### src/hw/e4_io_pkg.sv
package e4_io_pkg;

	localparam int cond_width = 31;
	localparam int cmd_width = 24;

	// one bit per condition input, x31 is the msb
	typedef struct packed
	{
		logic x31;
		logic x30;
		logic x29;
		logic x28;
		logic x27;
		logic x26;
		logic x25;
		logic x24;
		logic x23;
		logic x22;
		logic x21;
		logic x20;
		logic x19;
		logic x18;
		logic x17;
		logic x16;
		logic x15;
		logic x14;
		logic x13;
		logic x12;
		logic x11;
		logic x10;
		logic x09;
		logic x08;
		logic x07;
		logic x06;
		logic x05;
		logic x04;
		logic x03;
		logic x02;
		logic x01;
	} cond_t;

	typedef logic [cmd_width-1:0] cmd_t; // bit n-1 drives yn

endpackage

### src/hw/e4_state_pkg.sv
package e4_state_pkg;

	//////////////////////////////////////////////////
	// controller states

	localparam int num_states = 24;
	localparam int state_width = $clog2(num_states + 1); // codes start at 1

	typedef enum logic [state_width-1:0]
	{
		st_s1 = 1, st_s2, st_s3, st_s4, st_s5, st_s6,
		st_s7, st_s8, st_s9, st_s10, st_s11, st_s12,
		st_s13, st_s14, st_s15, st_s16, st_s17, st_s18,
		st_s19, st_s20, st_s21, st_s22, st_s23, st_s24
	} state_t;

	//////////////////////////////////////////////////
	// action codes, one per fixed command pattern

	localparam int action_width = 5;

	// act_sN is the pattern driven when entering sN
	// s14 is entered with two different patterns
	typedef enum logic [action_width-1:0]
	{
		act_none = 0,
		act_s2, act_s3, act_s4, act_s5, act_s6, act_s7,
		act_s8, act_s9, act_s10, act_s11, act_s12, act_s13,
		act_s14_short, // y7 y11
		act_s14_long,  // y5 y6 y7 y9
		act_s15, act_s16, act_s17, act_s18, act_s19, act_s20,
		act_s21, act_s22, act_s23, act_s24
	} action_t;

endpackage
### src/hw/e4_top.sv
`timescale 1ns/1ps

module e4_top
(
	input  logic                 rst,      // clock
	input  logic                 clk,      // async reset, active low
	input  logic                 in_valid,
	input  e4_io_pkg::cond_t     cond,
	output e4_io_pkg::cmd_t      cmd,
	output e4_state_pkg::state_t state
);

	e4_state_pkg::action_t action;

	// mealy path: cond -> action -> cmd in the same cycle
	e4_control control_i
	(
		.rst      (rst),
		.clk      (clk),
		.in_valid (in_valid),
		.cond     (cond),
		.state    (state),
		.action   (action)
	);

	e4_cmd_encoder encoder_i
	(
		.action (action),
		.cmd    (cmd)
	);

endmodule

### src/hw/e4_cmd_encoder.sv
`timescale 1ns/1ps

module e4_cmd_encoder
(
	input  e4_state_pkg::action_t action,
	output e4_io_pkg::cmd_t       cmd
);

	//////////////////////////////////////////////////
	// action code to command word, bit n-1 is yn

	always_comb
	begin
		case (action)
			e4_state_pkg::act_s2:        cmd = 24'h000003; // y1 y2
			e4_state_pkg::act_s3:        cmd = 24'h001100; // y9 y13
			e4_state_pkg::act_s4:        cmd = 24'hA08000; // y16 y22 y24
			e4_state_pkg::act_s5:        cmd = 24'h000005; // y1 y3
			e4_state_pkg::act_s6:        cmd = 24'h090000; // y17 y20
			e4_state_pkg::act_s7:        cmd = 24'h000A80; // y8 y10 y12
			e4_state_pkg::act_s8:        cmd = 24'h000017; // y1 y2 y3 y5
			e4_state_pkg::act_s9:        cmd = 24'h020400; // y11 y18
			e4_state_pkg::act_s10:       cmd = 24'h000001; // y1
			e4_state_pkg::act_s11:       cmd = 24'h080060; // y6 y7 y20
			e4_state_pkg::act_s12:       cmd = 24'hA04000; // y15 y22 y24
			e4_state_pkg::act_s13:       cmd = 24'h180002; // y2 y20 y21

			// s14 is reached from s2 with the short form,
			// from s3, s11, s20, s22 and itself with the long one
			e4_state_pkg::act_s14_short: cmd = 24'h000440; // y7 y11
			e4_state_pkg::act_s14_long:  cmd = 24'h000170; // y5 y6 y7 y9

			e4_state_pkg::act_s15:       cmd = 24'h001030; // y5 y6 y13
			e4_state_pkg::act_s16:       cmd = 24'h002400; // y11 y14
			e4_state_pkg::act_s17:       cmd = 24'h202000; // y14 y22
			e4_state_pkg::act_s18:       cmd = 24'h000098; // y4 y5 y8
			e4_state_pkg::act_s19:       cmd = 24'h400400; // y11 y23
			e4_state_pkg::act_s20:       cmd = 24'h000114; // y3 y5 y9
			e4_state_pkg::act_s21:       cmd = 24'h2C0800; // y12 y19 y20 y22
			e4_state_pkg::act_s22:       cmd = 24'h001440; // y7 y11 y13
			e4_state_pkg::act_s23:       cmd = 24'h001000; // y13
			e4_state_pkg::act_s24:       cmd = 24'h001040; // y7 y13

			// act_none and unused codes
			default:                     cmd = '0;
		endcase
	end

endmodule

### src/hw/e4_control.sv
`timescale 1ns/1ps

module e4_control
(
	input  logic                  rst,
	input  logic                  clk,
	input  logic                  in_valid,
	input  e4_io_pkg::cond_t      cond,
	output e4_state_pkg::state_t  state,
	output e4_state_pkg::action_t action
);

	typedef struct packed
	{
		e4_state_pkg::state_t  nxt;
		e4_state_pkg::action_t act;
	} step_t;

	step_t step;

	//////////////////////////////////////////////////
	// shared exit branches

	function automatic step_t go
	(
		input e4_state_pkg::state_t  s,
		input e4_state_pkg::action_t a
	);
		step_t r;
		r.nxt = s;
		r.act = a;
		return r;
	endfunction

	// exits of s2, also the x08 leg of the s15 group
	function automatic step_t from_s2(input e4_io_pkg::cond_t c);
		if (c.x19) return go(e4_state_pkg::st_s11, e4_state_pkg::act_s11);
		else if (!c.x26) return go(e4_state_pkg::st_s14, e4_state_pkg::act_s14_short);
		else if (c.x05) return go(e4_state_pkg::st_s12, e4_state_pkg::act_s12);
		else return go(e4_state_pkg::st_s13, e4_state_pkg::act_s13);
	endfunction

	// s14 exits, also taken from s3 and s11
	function automatic step_t from_s14(input e4_io_pkg::cond_t c);
		if (c.x01) return go(e4_state_pkg::st_s14, e4_state_pkg::act_s14_long);
		else if (c.x15) return go(e4_state_pkg::st_s9, e4_state_pkg::act_s9);
		else return go(e4_state_pkg::st_s10, e4_state_pkg::act_s10);
	endfunction

	// s15 exits, s4 takes the same branch when x30 is set
	function automatic step_t from_s15(input e4_io_pkg::cond_t c);
		if (!c.x16 && c.x10) return go(e4_state_pkg::st_s9, e4_state_pkg::act_s9);
		else if (!c.x16) return go(e4_state_pkg::st_s1, e4_state_pkg::act_none);
		else if (c.x06) return go(e4_state_pkg::st_s15, e4_state_pkg::act_s15);
		else if (!c.x08) return go(e4_state_pkg::st_s1, e4_state_pkg::act_none);
		else return from_s2(c);
	endfunction

	// x20 / x13 split shared by s6, s12, s17 and s23
	function automatic step_t from_s23(input e4_io_pkg::cond_t c);
		if (c.x20) return go(e4_state_pkg::st_s17, e4_state_pkg::act_s17);
		else if (c.x13) return go(e4_state_pkg::st_s4, e4_state_pkg::act_s4);
		else return go(e4_state_pkg::st_s9, e4_state_pkg::act_s9);
	endfunction

	//////////////////////////////////////////////////
	// transition table, first matching row wins

	always_comb
	begin
		case (state)
			e4_state_pkg::st_s1:
			begin
				if (cond.x10)
				begin
					if (!cond.x12) step = go(e4_state_pkg::st_s6, e4_state_pkg::act_s6);
					else if (cond.x23) step = go(e4_state_pkg::st_s2, e4_state_pkg::act_s2);
					else if (cond.x04) step = go(e4_state_pkg::st_s3, e4_state_pkg::act_s3);
					else step = go(e4_state_pkg::st_s4, e4_state_pkg::act_s4);
				end
				else if (!cond.x01)
				begin
					if (cond.x11 && !cond.x04) step = go(e4_state_pkg::st_s8, e4_state_pkg::act_s8);
					else step = go(e4_state_pkg::st_s4, e4_state_pkg::act_s4);
				end
				else if (cond.x22) step = go(e4_state_pkg::st_s7, e4_state_pkg::act_s7);
				else if (!cond.x02) step = go(e4_state_pkg::st_s5, e4_state_pkg::act_s5);
				else if (cond.x03 && cond.x11) step = go(e4_state_pkg::st_s1, e4_state_pkg::act_none);
				else if (cond.x03) step = go(e4_state_pkg::st_s8, e4_state_pkg::act_s8);
				else if (!cond.x11) step = go(e4_state_pkg::st_s3, e4_state_pkg::act_s3);
				else if (cond.x05) step = go(e4_state_pkg::st_s9, e4_state_pkg::act_s9);
				else step = go(e4_state_pkg::st_s10, e4_state_pkg::act_s10);
			end
			e4_state_pkg::st_s2: step = from_s2(cond);
			e4_state_pkg::st_s3:
			begin
				if (!cond.x19) step = go(e4_state_pkg::st_s10, e4_state_pkg::act_s10);
				else if (!cond.x28) step = go(e4_state_pkg::st_s8, e4_state_pkg::act_s8);
				else step = from_s14(cond);
			end
			e4_state_pkg::st_s4:
			begin
				if (cond.x30) step = from_s15(cond);
				else if (cond.x05 && cond.x09) step = go(e4_state_pkg::st_s1, e4_state_pkg::act_none);
				else if (cond.x05) step = go(e4_state_pkg::st_s16, e4_state_pkg::act_s16);
				else if (cond.x03 && cond.x11) step = go(e4_state_pkg::st_s4, e4_state_pkg::act_none);
				else if (cond.x03) step = go(e4_state_pkg::st_s8, e4_state_pkg::act_s8);
				else if (cond.x11) step = go(e4_state_pkg::st_s10, e4_state_pkg::act_s10);
				else step = go(e4_state_pkg::st_s3, e4_state_pkg::act_s3);
			end
			e4_state_pkg::st_s5:
			begin
				if (!cond.x11) step = go(e4_state_pkg::st_s3, e4_state_pkg::act_s3);
				else if (!cond.x25) step = go(e4_state_pkg::st_s10, e4_state_pkg::act_s10);
				else if (cond.x03) step = go(e4_state_pkg::st_s3, e4_state_pkg::act_s3);
				else if (cond.x05) step = go(e4_state_pkg::st_s4, e4_state_pkg::act_s4);
				else step = go(e4_state_pkg::st_s5, e4_state_pkg::act_none); // silent self-loop
			end
			e4_state_pkg::st_s6:
			begin
				if (!cond.x12 && cond.x29) step = go(e4_state_pkg::st_s11, e4_state_pkg::act_s11);
				else if (!cond.x12) step = go(e4_state_pkg::st_s21, e4_state_pkg::act_s21);
				else if (cond.x27) step = from_s23(cond);
				else if (cond.x29 && cond.x01) step = go(e4_state_pkg::st_s18, e4_state_pkg::act_s18);
				else if (cond.x29) step = go(e4_state_pkg::st_s8, e4_state_pkg::act_s8);
				else if (cond.x02) step = go(e4_state_pkg::st_s11, e4_state_pkg::act_s11);
				else step = go(e4_state_pkg::st_s20, e4_state_pkg::act_s20);
			end
			e4_state_pkg::st_s7:
			begin
				if (cond.x02) step = go(e4_state_pkg::st_s4, e4_state_pkg::act_s4);
				else step = go(e4_state_pkg::st_s19, e4_state_pkg::act_s19);
			end
			e4_state_pkg::st_s8:
			begin
				if (!cond.x14 && cond.x03 && cond.x21)
					step = go(e4_state_pkg::st_s13, e4_state_pkg::act_s13);
				else if (!cond.x14) step = go(e4_state_pkg::st_s9, e4_state_pkg::act_s9);
				else if (cond.x08 && cond.x10) step = go(e4_state_pkg::st_s9, e4_state_pkg::act_s9);
				else if (cond.x08) step = go(e4_state_pkg::st_s1, e4_state_pkg::act_none);
				else if (!cond.x30) step = go(e4_state_pkg::st_s9, e4_state_pkg::act_s9);
				else if (cond.x01) step = go(e4_state_pkg::st_s18, e4_state_pkg::act_s18);
				else if (cond.x04) step = go(e4_state_pkg::st_s12, e4_state_pkg::act_s12);
				else step = go(e4_state_pkg::st_s19, e4_state_pkg::act_s19);
			end
			e4_state_pkg::st_s9:
			begin
				if (!cond.x24 && cond.x28) step = go(e4_state_pkg::st_s6, e4_state_pkg::act_s6);
				else if (!cond.x24) step = go(e4_state_pkg::st_s1, e4_state_pkg::act_none);
				else if (!cond.x26) step = go(e4_state_pkg::st_s19, e4_state_pkg::act_s19);
				else if (cond.x07) step = go(e4_state_pkg::st_s20, e4_state_pkg::act_s20);
				else step = go(e4_state_pkg::st_s22, e4_state_pkg::act_s22);
			end
			e4_state_pkg::st_s10:
			begin
				if (!cond.x19) step = go(e4_state_pkg::st_s1, e4_state_pkg::act_none);
				else if (cond.x13) step = go(e4_state_pkg::st_s16, e4_state_pkg::act_s16);
				else if (!cond.x21) step = go(e4_state_pkg::st_s9, e4_state_pkg::act_s9);
				else if (!cond.x18) step = go(e4_state_pkg::st_s8, e4_state_pkg::act_s8);
				else if (cond.x12) step = go(e4_state_pkg::st_s10, e4_state_pkg::act_none);
				else step = go(e4_state_pkg::st_s19, e4_state_pkg::act_s19);
			end
			e4_state_pkg::st_s11:
			begin
				if (!cond.x02) step = go(e4_state_pkg::st_s8, e4_state_pkg::act_s8);
				else if (cond.x08) step = from_s14(cond);
				else if (!cond.x21) step = go(e4_state_pkg::st_s10, e4_state_pkg::act_s10);
				else if (cond.x01) step = go(e4_state_pkg::st_s18, e4_state_pkg::act_s18);
				else if (cond.x04) step = go(e4_state_pkg::st_s12, e4_state_pkg::act_s12);
				else step = go(e4_state_pkg::st_s19, e4_state_pkg::act_s19);
			end
			e4_state_pkg::st_s12:
			begin
				if (!cond.x16) step = go(e4_state_pkg::st_s1, e4_state_pkg::act_none);
				else if (cond.x19) step = from_s23(cond);
				else if (!cond.x30 && cond.x08) step = go(e4_state_pkg::st_s17, e4_state_pkg::act_s17);
				else if (!cond.x30) step = go(e4_state_pkg::st_s1, e4_state_pkg::act_none);
				else if (!cond.x26 && cond.x03) step = go(e4_state_pkg::st_s17, e4_state_pkg::act_s17);
				else if (cond.x01) step = go(e4_state_pkg::st_s18, e4_state_pkg::act_s18);
				else step = go(e4_state_pkg::st_s8, e4_state_pkg::act_s8);
			end
			e4_state_pkg::st_s13:
			begin
				if (cond.x10) step = go(e4_state_pkg::st_s19, e4_state_pkg::act_s19);
				else if (cond.x25) step = go(e4_state_pkg::st_s20, e4_state_pkg::act_s20);
				else step = go(e4_state_pkg::st_s21, e4_state_pkg::act_s21);
			end
			e4_state_pkg::st_s14: step = from_s14(cond);
			e4_state_pkg::st_s15: step = from_s15(cond);
			e4_state_pkg::st_s16:
			begin
				if (cond.x09) step = go(e4_state_pkg::st_s23, e4_state_pkg::act_s23);
				else if (cond.x03) step = go(e4_state_pkg::st_s4, e4_state_pkg::act_s4);
				else step = go(e4_state_pkg::st_s12, e4_state_pkg::act_s12);
			end
			e4_state_pkg::st_s17:
			begin
				if (cond.x22 && cond.x02) step = from_s23(cond);
				else if (cond.x22 || cond.x31) step = go(e4_state_pkg::st_s1, e4_state_pkg::act_none);
				else step = go(e4_state_pkg::st_s4, e4_state_pkg::act_s4);
			end
			e4_state_pkg::st_s18:
			begin
				if (cond.x05) step = go(e4_state_pkg::st_s8, e4_state_pkg::act_s8);
				else if (cond.x17) step = go(e4_state_pkg::st_s12, e4_state_pkg::act_s12);
				else step = go(e4_state_pkg::st_s17, e4_state_pkg::act_s17);
			end
			e4_state_pkg::st_s19:
			begin
				if (!cond.x25 && cond.x29) step = go(e4_state_pkg::st_s7, e4_state_pkg::act_s7);
				else if (!cond.x25) step = go(e4_state_pkg::st_s18, e4_state_pkg::act_s18);
				else if (!cond.x22 && !cond.x06) step = go(e4_state_pkg::st_s13, e4_state_pkg::act_s13);
				else if (!cond.x22 && cond.x08) step = go(e4_state_pkg::st_s17, e4_state_pkg::act_s17);
				else step = go(e4_state_pkg::st_s1, e4_state_pkg::act_none);
			end
			e4_state_pkg::st_s20:
			begin
				if (!cond.x07) step = go(e4_state_pkg::st_s24, e4_state_pkg::act_s24);
				else if (cond.x15 && cond.x01) step = go(e4_state_pkg::st_s14, e4_state_pkg::act_s14_long);
				else step = go(e4_state_pkg::st_s9, e4_state_pkg::act_s9);
			end
			e4_state_pkg::st_s21:
			begin
				if (cond.x04) step = go(e4_state_pkg::st_s8, e4_state_pkg::act_s8);
				else step = go(e4_state_pkg::st_s11, e4_state_pkg::act_s11);
			end
			e4_state_pkg::st_s22:
			begin
				if (!cond.x16) step = go(e4_state_pkg::st_s6, e4_state_pkg::act_s6);
				else if (cond.x09) step = go(e4_state_pkg::st_s15, e4_state_pkg::act_s15);
				else step = go(e4_state_pkg::st_s14, e4_state_pkg::act_s14_long);
			end
			e4_state_pkg::st_s23: step = from_s23(cond);
			e4_state_pkg::st_s24: step = go(e4_state_pkg::st_s9, e4_state_pkg::act_s9); // always leaves
			default: step = go(e4_state_pkg::st_s1, e4_state_pkg::act_none);
		endcase

		// no valid word: hold and stay silent
		if (!in_valid)
			step = go(state, e4_state_pkg::act_none);
	end

	//////////////////////////////////////////////////
	// state register

	always_ff @(posedge rst or negedge clk)
	begin
		if (!clk)
			state <= e4_state_pkg::st_s1;
		else
			state <= step.nxt;
	end

	assign action = step.act;

endmodule

### config.mk
export PLATFORM = sky130hd
export DESIGN_NAME = e4_top
export DESIGN_NICKNAME = d
export VERILOG_FILES = /design/src/hw/e4_io_pkg.sv /design/src/hw/e4_state_pkg.sv /design/src/hw/e4_top.sv /design/src/hw/e4_cmd_encoder.sv /design/src/hw/e4_control.sv
export SDC_FILE = /design/constraint.sdc
export NUM_CORES = 1
export LEC_CHECK = 0
export BUFFER_PORTS_ARGS = -buffer_cell sky130_fd_sc_hd__buf_4
export CAP_MARGIN = 30
export CORE_ASPECT_RATIO = 0.75
export CORE_UTILIZATION = 30
export CTS_CLUSTER_DIAMETER = 100
export DETAILED_ROUTE_END_ITERATION = 6
export PLACE_DENSITY_LB_ADDON = 0.3
export SLEW_MARGIN = 40
export SYNTH_ARGS = -nofsm -noshare
export SYNTH_HDL_FRONTEND = slang
export SYNTH_SLANG_ARGS = --single-unit
### constraint.sdc
create_clock -name rst -period 3.95 [get_ports rst]
set_clock_uncertainty 0.1 [all_clocks]
set_input_delay 0 -clock rst [delete_from_list [all_inputs] [get_ports rst]]
set_output_delay 0 -clock rst [all_outputs]
set_load 0.02 [all_outputs]
# Word-level counts from Yosys, hierarchy flattened
# Memories as Yosys holds them, arrays and structs flattened.
# Index checks and enable logic that the tools add are counted.
# op_classes
eq_ne	24
muxes	86
n_reduce_logical	28
# ops
operator	count
10-bit 2-to-1 mux	69
10-bit one-hot mux with 24 select lines	1
5-bit equality test (second input constant)	9
5-bit by 4-bit equality test with 1-bit output (second input constant)	8
9-bit 2-to-1 mux	4
7-bit 2-to-1 mux	4
6-bit 2-to-1 mux	4
8-bit 2-to-1 mux	3
5-bit by 3-bit equality test with 1-bit output (second input constant)	4
1-bit logical AND	17
5-bit by 2-bit equality test with 1-bit output (second input constant)	2
1-bit zero test	10
5-bit by 1-bit equality test with 1-bit output (second input constant)	1
5-bit 2-to-1 mux	1
1-bit logical OR	1
# word_totals
regBits	5
rom_bits	768
input_bits	34
output_inout_bits	29
word_cells	140
mem_count	1
# mem_list
memory	depth	width	rd	rd_ports_with_merged_regs	write_ports	line_no	source
(name not given)	32	24	1	0	0	e4_cmd_encoder.sv:14	case (action)

# Logic depth before layout (Yosys ltp)
# An unclocked memory read counts as a cell.
# logic_depth
depth_word	11
depth_mapped	15
mapped_depth_nobuf	13

# By module
# From an unflattened synthesis, not the netlist that was laid out.
# hier_totals
hier_cells	494
hier_area_um2	3103.0
# modules_own_cells
mod	n_inst	cells_each	area_each_um2	seq_area_each_um2
e4_control	1	423	2662.6	126.4
e4_cmd_encoder	1	71	440.4	0.0

# Least setup slack after synthesis
# Ideal clock, no wire load.
# synth_timing
kind	register to output
from	register control_i.state[1]
to	output port cmd[12]
t_arrival_ns	3.031
required_time_ns	3.850
slack_ns	0.819
stages_incl_launch_ff	14
n_path_buf	2
path_cell_list	dfrtp_1 buf_2 and2_0 clkbuf_1 and3_1 a211o_1 a2111oi_0 nand4_1 nand2b_1 ha_1 nand2_1 a31oi_1 nand2b_1 a32oi_1
# synth_between
elab_chain_len	4
word_cells_on_any_way	27
cone_classes	24 x eq/ne; 2 x mux; 1 x memory
# synth_lines
element	line_no	source
from (decl)	e4_control.sv:9	output e4_state_pkg::state_t state,
from (signal assigned)	e4_control.sv:249	state <= e4_state_pkg::st_s1;
from (signal assigned)	e4_control.sv:251	state <= step.nxt;
5-bit equality test, or another cell as far along	e4_control.sv:71	case (state)
10-bit one-hot mux with 24 select lines (*)	e4_control.sv:71	
5-bit 2-to-1 mux (*)	e4_control.sv:239	if (!in_valid)
memory read 32 x 24 bit (*)	-	
to (decl)	e4_top.sv:9	output e4_io_pkg::cmd_t cmd,
# Mark *: on every way between the ends. The rest lies on a longest branch, timed or not.

# Worst setup path after layout
# layout_timing
from	register control_i.state[1]
to	output port cmd[6]
# Same word-level chain as after synthesis.

==> results.toml <==
[synth]
synthFlopType = "dfrtp_1"
share_of_the_synthesized_area_in_compound_gates_ao_oa_aoi_oai_pct = 36.5
async_sr_flop_fraction_pct = 100
yosys-mux-area-fraction_pct = 3.56
number_of_standard_cells_after_synthesis = 504
yosysTopAreaCellShare_pct = 6.80
synth_edf_count = 0
synth.cell_area_um2 = 3200
synth.lib_cells_used.distinct = 78
syn_area_per_cell_um2 = 6.35
synthXorXnorAreaFrac_pct = 0.548
synth_simple_gate_area_share_pct = 42.3
synth-seq-area-share_pct = 3.95
synth_top_area_cell = "nand2_1"
synth_top_family_by_area = "simple AND/OR/NAND/NOR gates"
synthAdderAreaFrac_pct = 4.30
synth-warning-count = 0
postSynthNetCount = 549
synthTopCellsByArea = "nand2_1 6.8%, a21oi_1 5.5%, nor2_1 5.4%, ha_1 4.3%, nor3_1 3.9%"
yosys_register_bits = 5

[global_route]
maximum_number_of_pins_on_one_net_before_global_route_repair = 27
grt_antenna_before_repair = 0
all_layer_global_routing_usage_pct = 29.8
vias_in_the_first_global_route = 4004
global_route_wire_length_before_repair_mm = 25.2
gr-total-overflow = 0

[clocking]
tritoncts = "yes"
clockBufferDepth = 2
clock-sinks = 5
cts-htree-levels = 1
clkTransAtPathRegs_ns = 0.03
cts_buffers = 3
clk_root_buffer_cell = "clkbuf_16"
cts_setup_buffers = 0
worstSkewPairLatency_ns = 0.23

[place]
dpl.hpwl_mm = 13.3
io_buffer_count = 62
finalWeightedCongestion = 1.00
cell_area_after_placement_um2 = 3770

[drt]
detail_route.iter0.violations = 607
vias_per_cell = 6.55
dr.pass1.iters = 6
detail-route-antenna-nets = 0
num_vias = 4479
wl_mm = 16.7
wl_per_cell_um = 24.4
drcViolationCount = 0

[floorplanning]
chipHeight_um = 91.4
die-area_um2 = 11100
core_um2 = 10300
boundaryPins = 63
initial_core_util_pct = 31.0
placementRows = 32
chipWidth_um = 121

[critical_path]
endpoint_kind = "output pin"
crit-reg2reg-capture = "control_i.state[3]"
crit_path_max_incr_delay_ns = 0.52
worst_setup_path_endpoint = "cmd[6]"
cp.arrival_ns = 3.68
crit_path_depth = 12
critical_path_source_type = "flip-flop"
rr_worst_depth = 7
cp_top_family = "compound AO/OA/AOI/OAI gates"
data_required_time_of_the_critical_path_ns = 3.85
crit_path_top_delay_cell = "dfrtp_1"
critical_path_class = "flip-flop to output pin"
crit_buf_inv = 1
crit_path_start = "control_i.state[1]"
reg2reg_from = "control_i.state[0]"
path_max_fanout = 12
critical_path.cell_chain = "and2_0, and3_1, a211o_1, a2111oi_1, nand4_1, nand2b_1, ha_1, nand2_1, a31oi_1, mux2i_1, o32ai_2, buf_4"
r2r_slack_ns = 0.91

[finish]
area_grow_syn2layout_pct = 21.4
fin_area_um2 = 3880
fillers = 1147
largest-register = "control_i.state"
antenna_cells = 0
final_layout_size_suffix_gt1_share_pct = 19.3
largest_reg_flops = 5
biggestRegsByFlops = "control_i.state (5)"
finalNetCount = 594

[pwr]
p_sw_share_pct = 58.9
cell_internal_pwr_w = 0.000922
power.density_nw_per_um2 = 577
seq_power_share_pct = 7.4
leakage_nw = 1.53
share_comb_of_total_power_pct = 85.2
worst_ir_drop_vdd_v = 0.000264
p_sw_w = 0.00132
pwr-share-clk_pct = 7.4

[sta]
tns_ns = 0
grt_setup_unrepaired = "false"
final.min_clock_period_ns = 3.78
post-route-period-util_pct = 95.6
max_slew.worst_pin.slew_ns = 0.799
report.final.setup_viol = 0
fmax_mhz = 265
report.final.hold_viol_count = 0
slew-limit-headroom_pct = 46.6
report.final.slew_viol_count = 0

[hold_path]
hold_path_class = "input port to async pin"

[run_status]
run_status = "finished clean"

[flow_run]
timing.max_cap.violations = 0
==> layout make-up <==
class / instances / area, um2 / area share (%)
sequential: 5 / 130 / 3.35
tap: 136 / 170 / 4.38
inverter: 17 / 63.8 / 1.64
multi-input combinational: 437 / 2800 / 72.0
timing repair buffer: 85 / 643 / 16.6
clock buffer: 4 / 78.8 / 2.03
==> power by group through the flow <==
stage | Clock (W) | Sequential, W | Combinational (W)
6_report | 0.000166 | 0.000165 | 0.00191
5_1_grt | 0.000173 | 0.000172 | 0.00201
2_1_floorplan | 0 | 0.000133 | 0.00120
3_5_place_dp | 0 | 0.000159 | 0.00184
4_1_cts | 0.000166 | 0.000159 | 0.00185
3_3_place_gp | 0 | 0.000156 | 0.00187
==> timing repair <==
action                                  4_1_cts  5_1_grt
gates resized for setup                       0        3
hold buffers                                  2        0
endpoints found under the setup margin        0       12
hold endpoints to repair                      8        0
==> synthesized netlist by cell type, types with 3 or more instances <==
library cell	instances
a2111oi_0	3
a211o_1	4
a211oi_1	8
a21o_1	5
a21oi_1	35
a22oi_1	5
a311oi_1	4
a31o_2	3
a31oi_1	10
a32oi_1	5
and2_1	4
and3_1	5
and3b_1	5
and4_1	4
buf_2	10
buf_6	4
clkbuf_1	28
dfrtp_1	4
ha_1	11
inv_1	16
mux2_2	3
mux2i_1	8
nand2_1	58
nand2b_1	16
nand3_1	23
nand3b_1	11
nand4_1	4
nor2_1	46
nor2b_1	11
nor3_1	25
nor3b_1	5
nor4_1	4
nor4b_1	3
nor4bb_1	3
o2111ai_1	5
o211ai_1	8
o21a_1	3
o21ai_0	24
o221ai_1	3
o22ai_1	11
o32ai_1	3
or3_1	5
==> cell usage in the layout (no fill, tap or decap), types with 5 or more instances in the layout <==
cell	instances
a22oi_1	5
mux2i_1	8
nand3_1	23
o2111ai_1	5
nand2_1	58
and3b_1	5
a211oi_1	7
or3_1	5
nor3b_1	5
and3_1	5
a21oi_1	35
ha_1	11
nor2b_1	11
inv_1	16
buf_4	83
o21ai_0	24
a32oi_1	5
a21o_1	5
o22ai_1	11
nand3b_1	11
nor3_1	25
a31oi_1	10
nor2_1	46
o211ai_1	8
nand2b_1	16
==> metal layers <==
layer	wire [um]	vias up	global-route usage [%]
met4	397	0	6.89
met2	6710	330	42.0
met5	0	-	0
met3	2040	36	5.65
li1	-	1995	-
met1	7540	2118	45.4
==> kinds of logic (layout without fill, tap and decap cells) <==
| group | Yosys count | after routing |
|---|---|---|
| compound gates | 164 | 164 |
| xor+xnor | 2 | 2 |
| fa+ha+maj | 11 | 11 |
| buf+inv | 62 | 106 |
| flops | 5 | 5 |
| mux | 11 | 11 |
| simple gates | 249 | 249 |
==> through the flow <==
stage	cells	total power, W	hold WS (ns)	utilization, %	setup WS, ns
floorplan	504	0.00134	-0.396	-	0.819
global placement	678	0.00203	-0.299	36.5	0.417
detailed placement	678	0.00200	-0.299	36.5	0.314
CTS	684	0.00218	0.0375	37.5	0.0555
global route	684	0.00235	0.0604	37.6	0.0237
finish	684	0.00224	0.0434	37.6	0.173
==> how the worst min path moves through the flow <==
stage / start / cells after the start / endpoint / slack [ns]
final: clk / 2 / control_i.state[2] / 0.04
after global routing: clk / 2 / control_i.state[2] / 0.06
after CTS: clk / 2 / control_i.state[2] / 0.04
after detailed placement: clk / 1 / control_i.state[2] / -0.30
after global placement: clk / 1 / control_i.state[3] / -0.30
after floorplan: clk / 0 / control_i.state[1] / -0.40
Power figures use the tool's default switching activity.
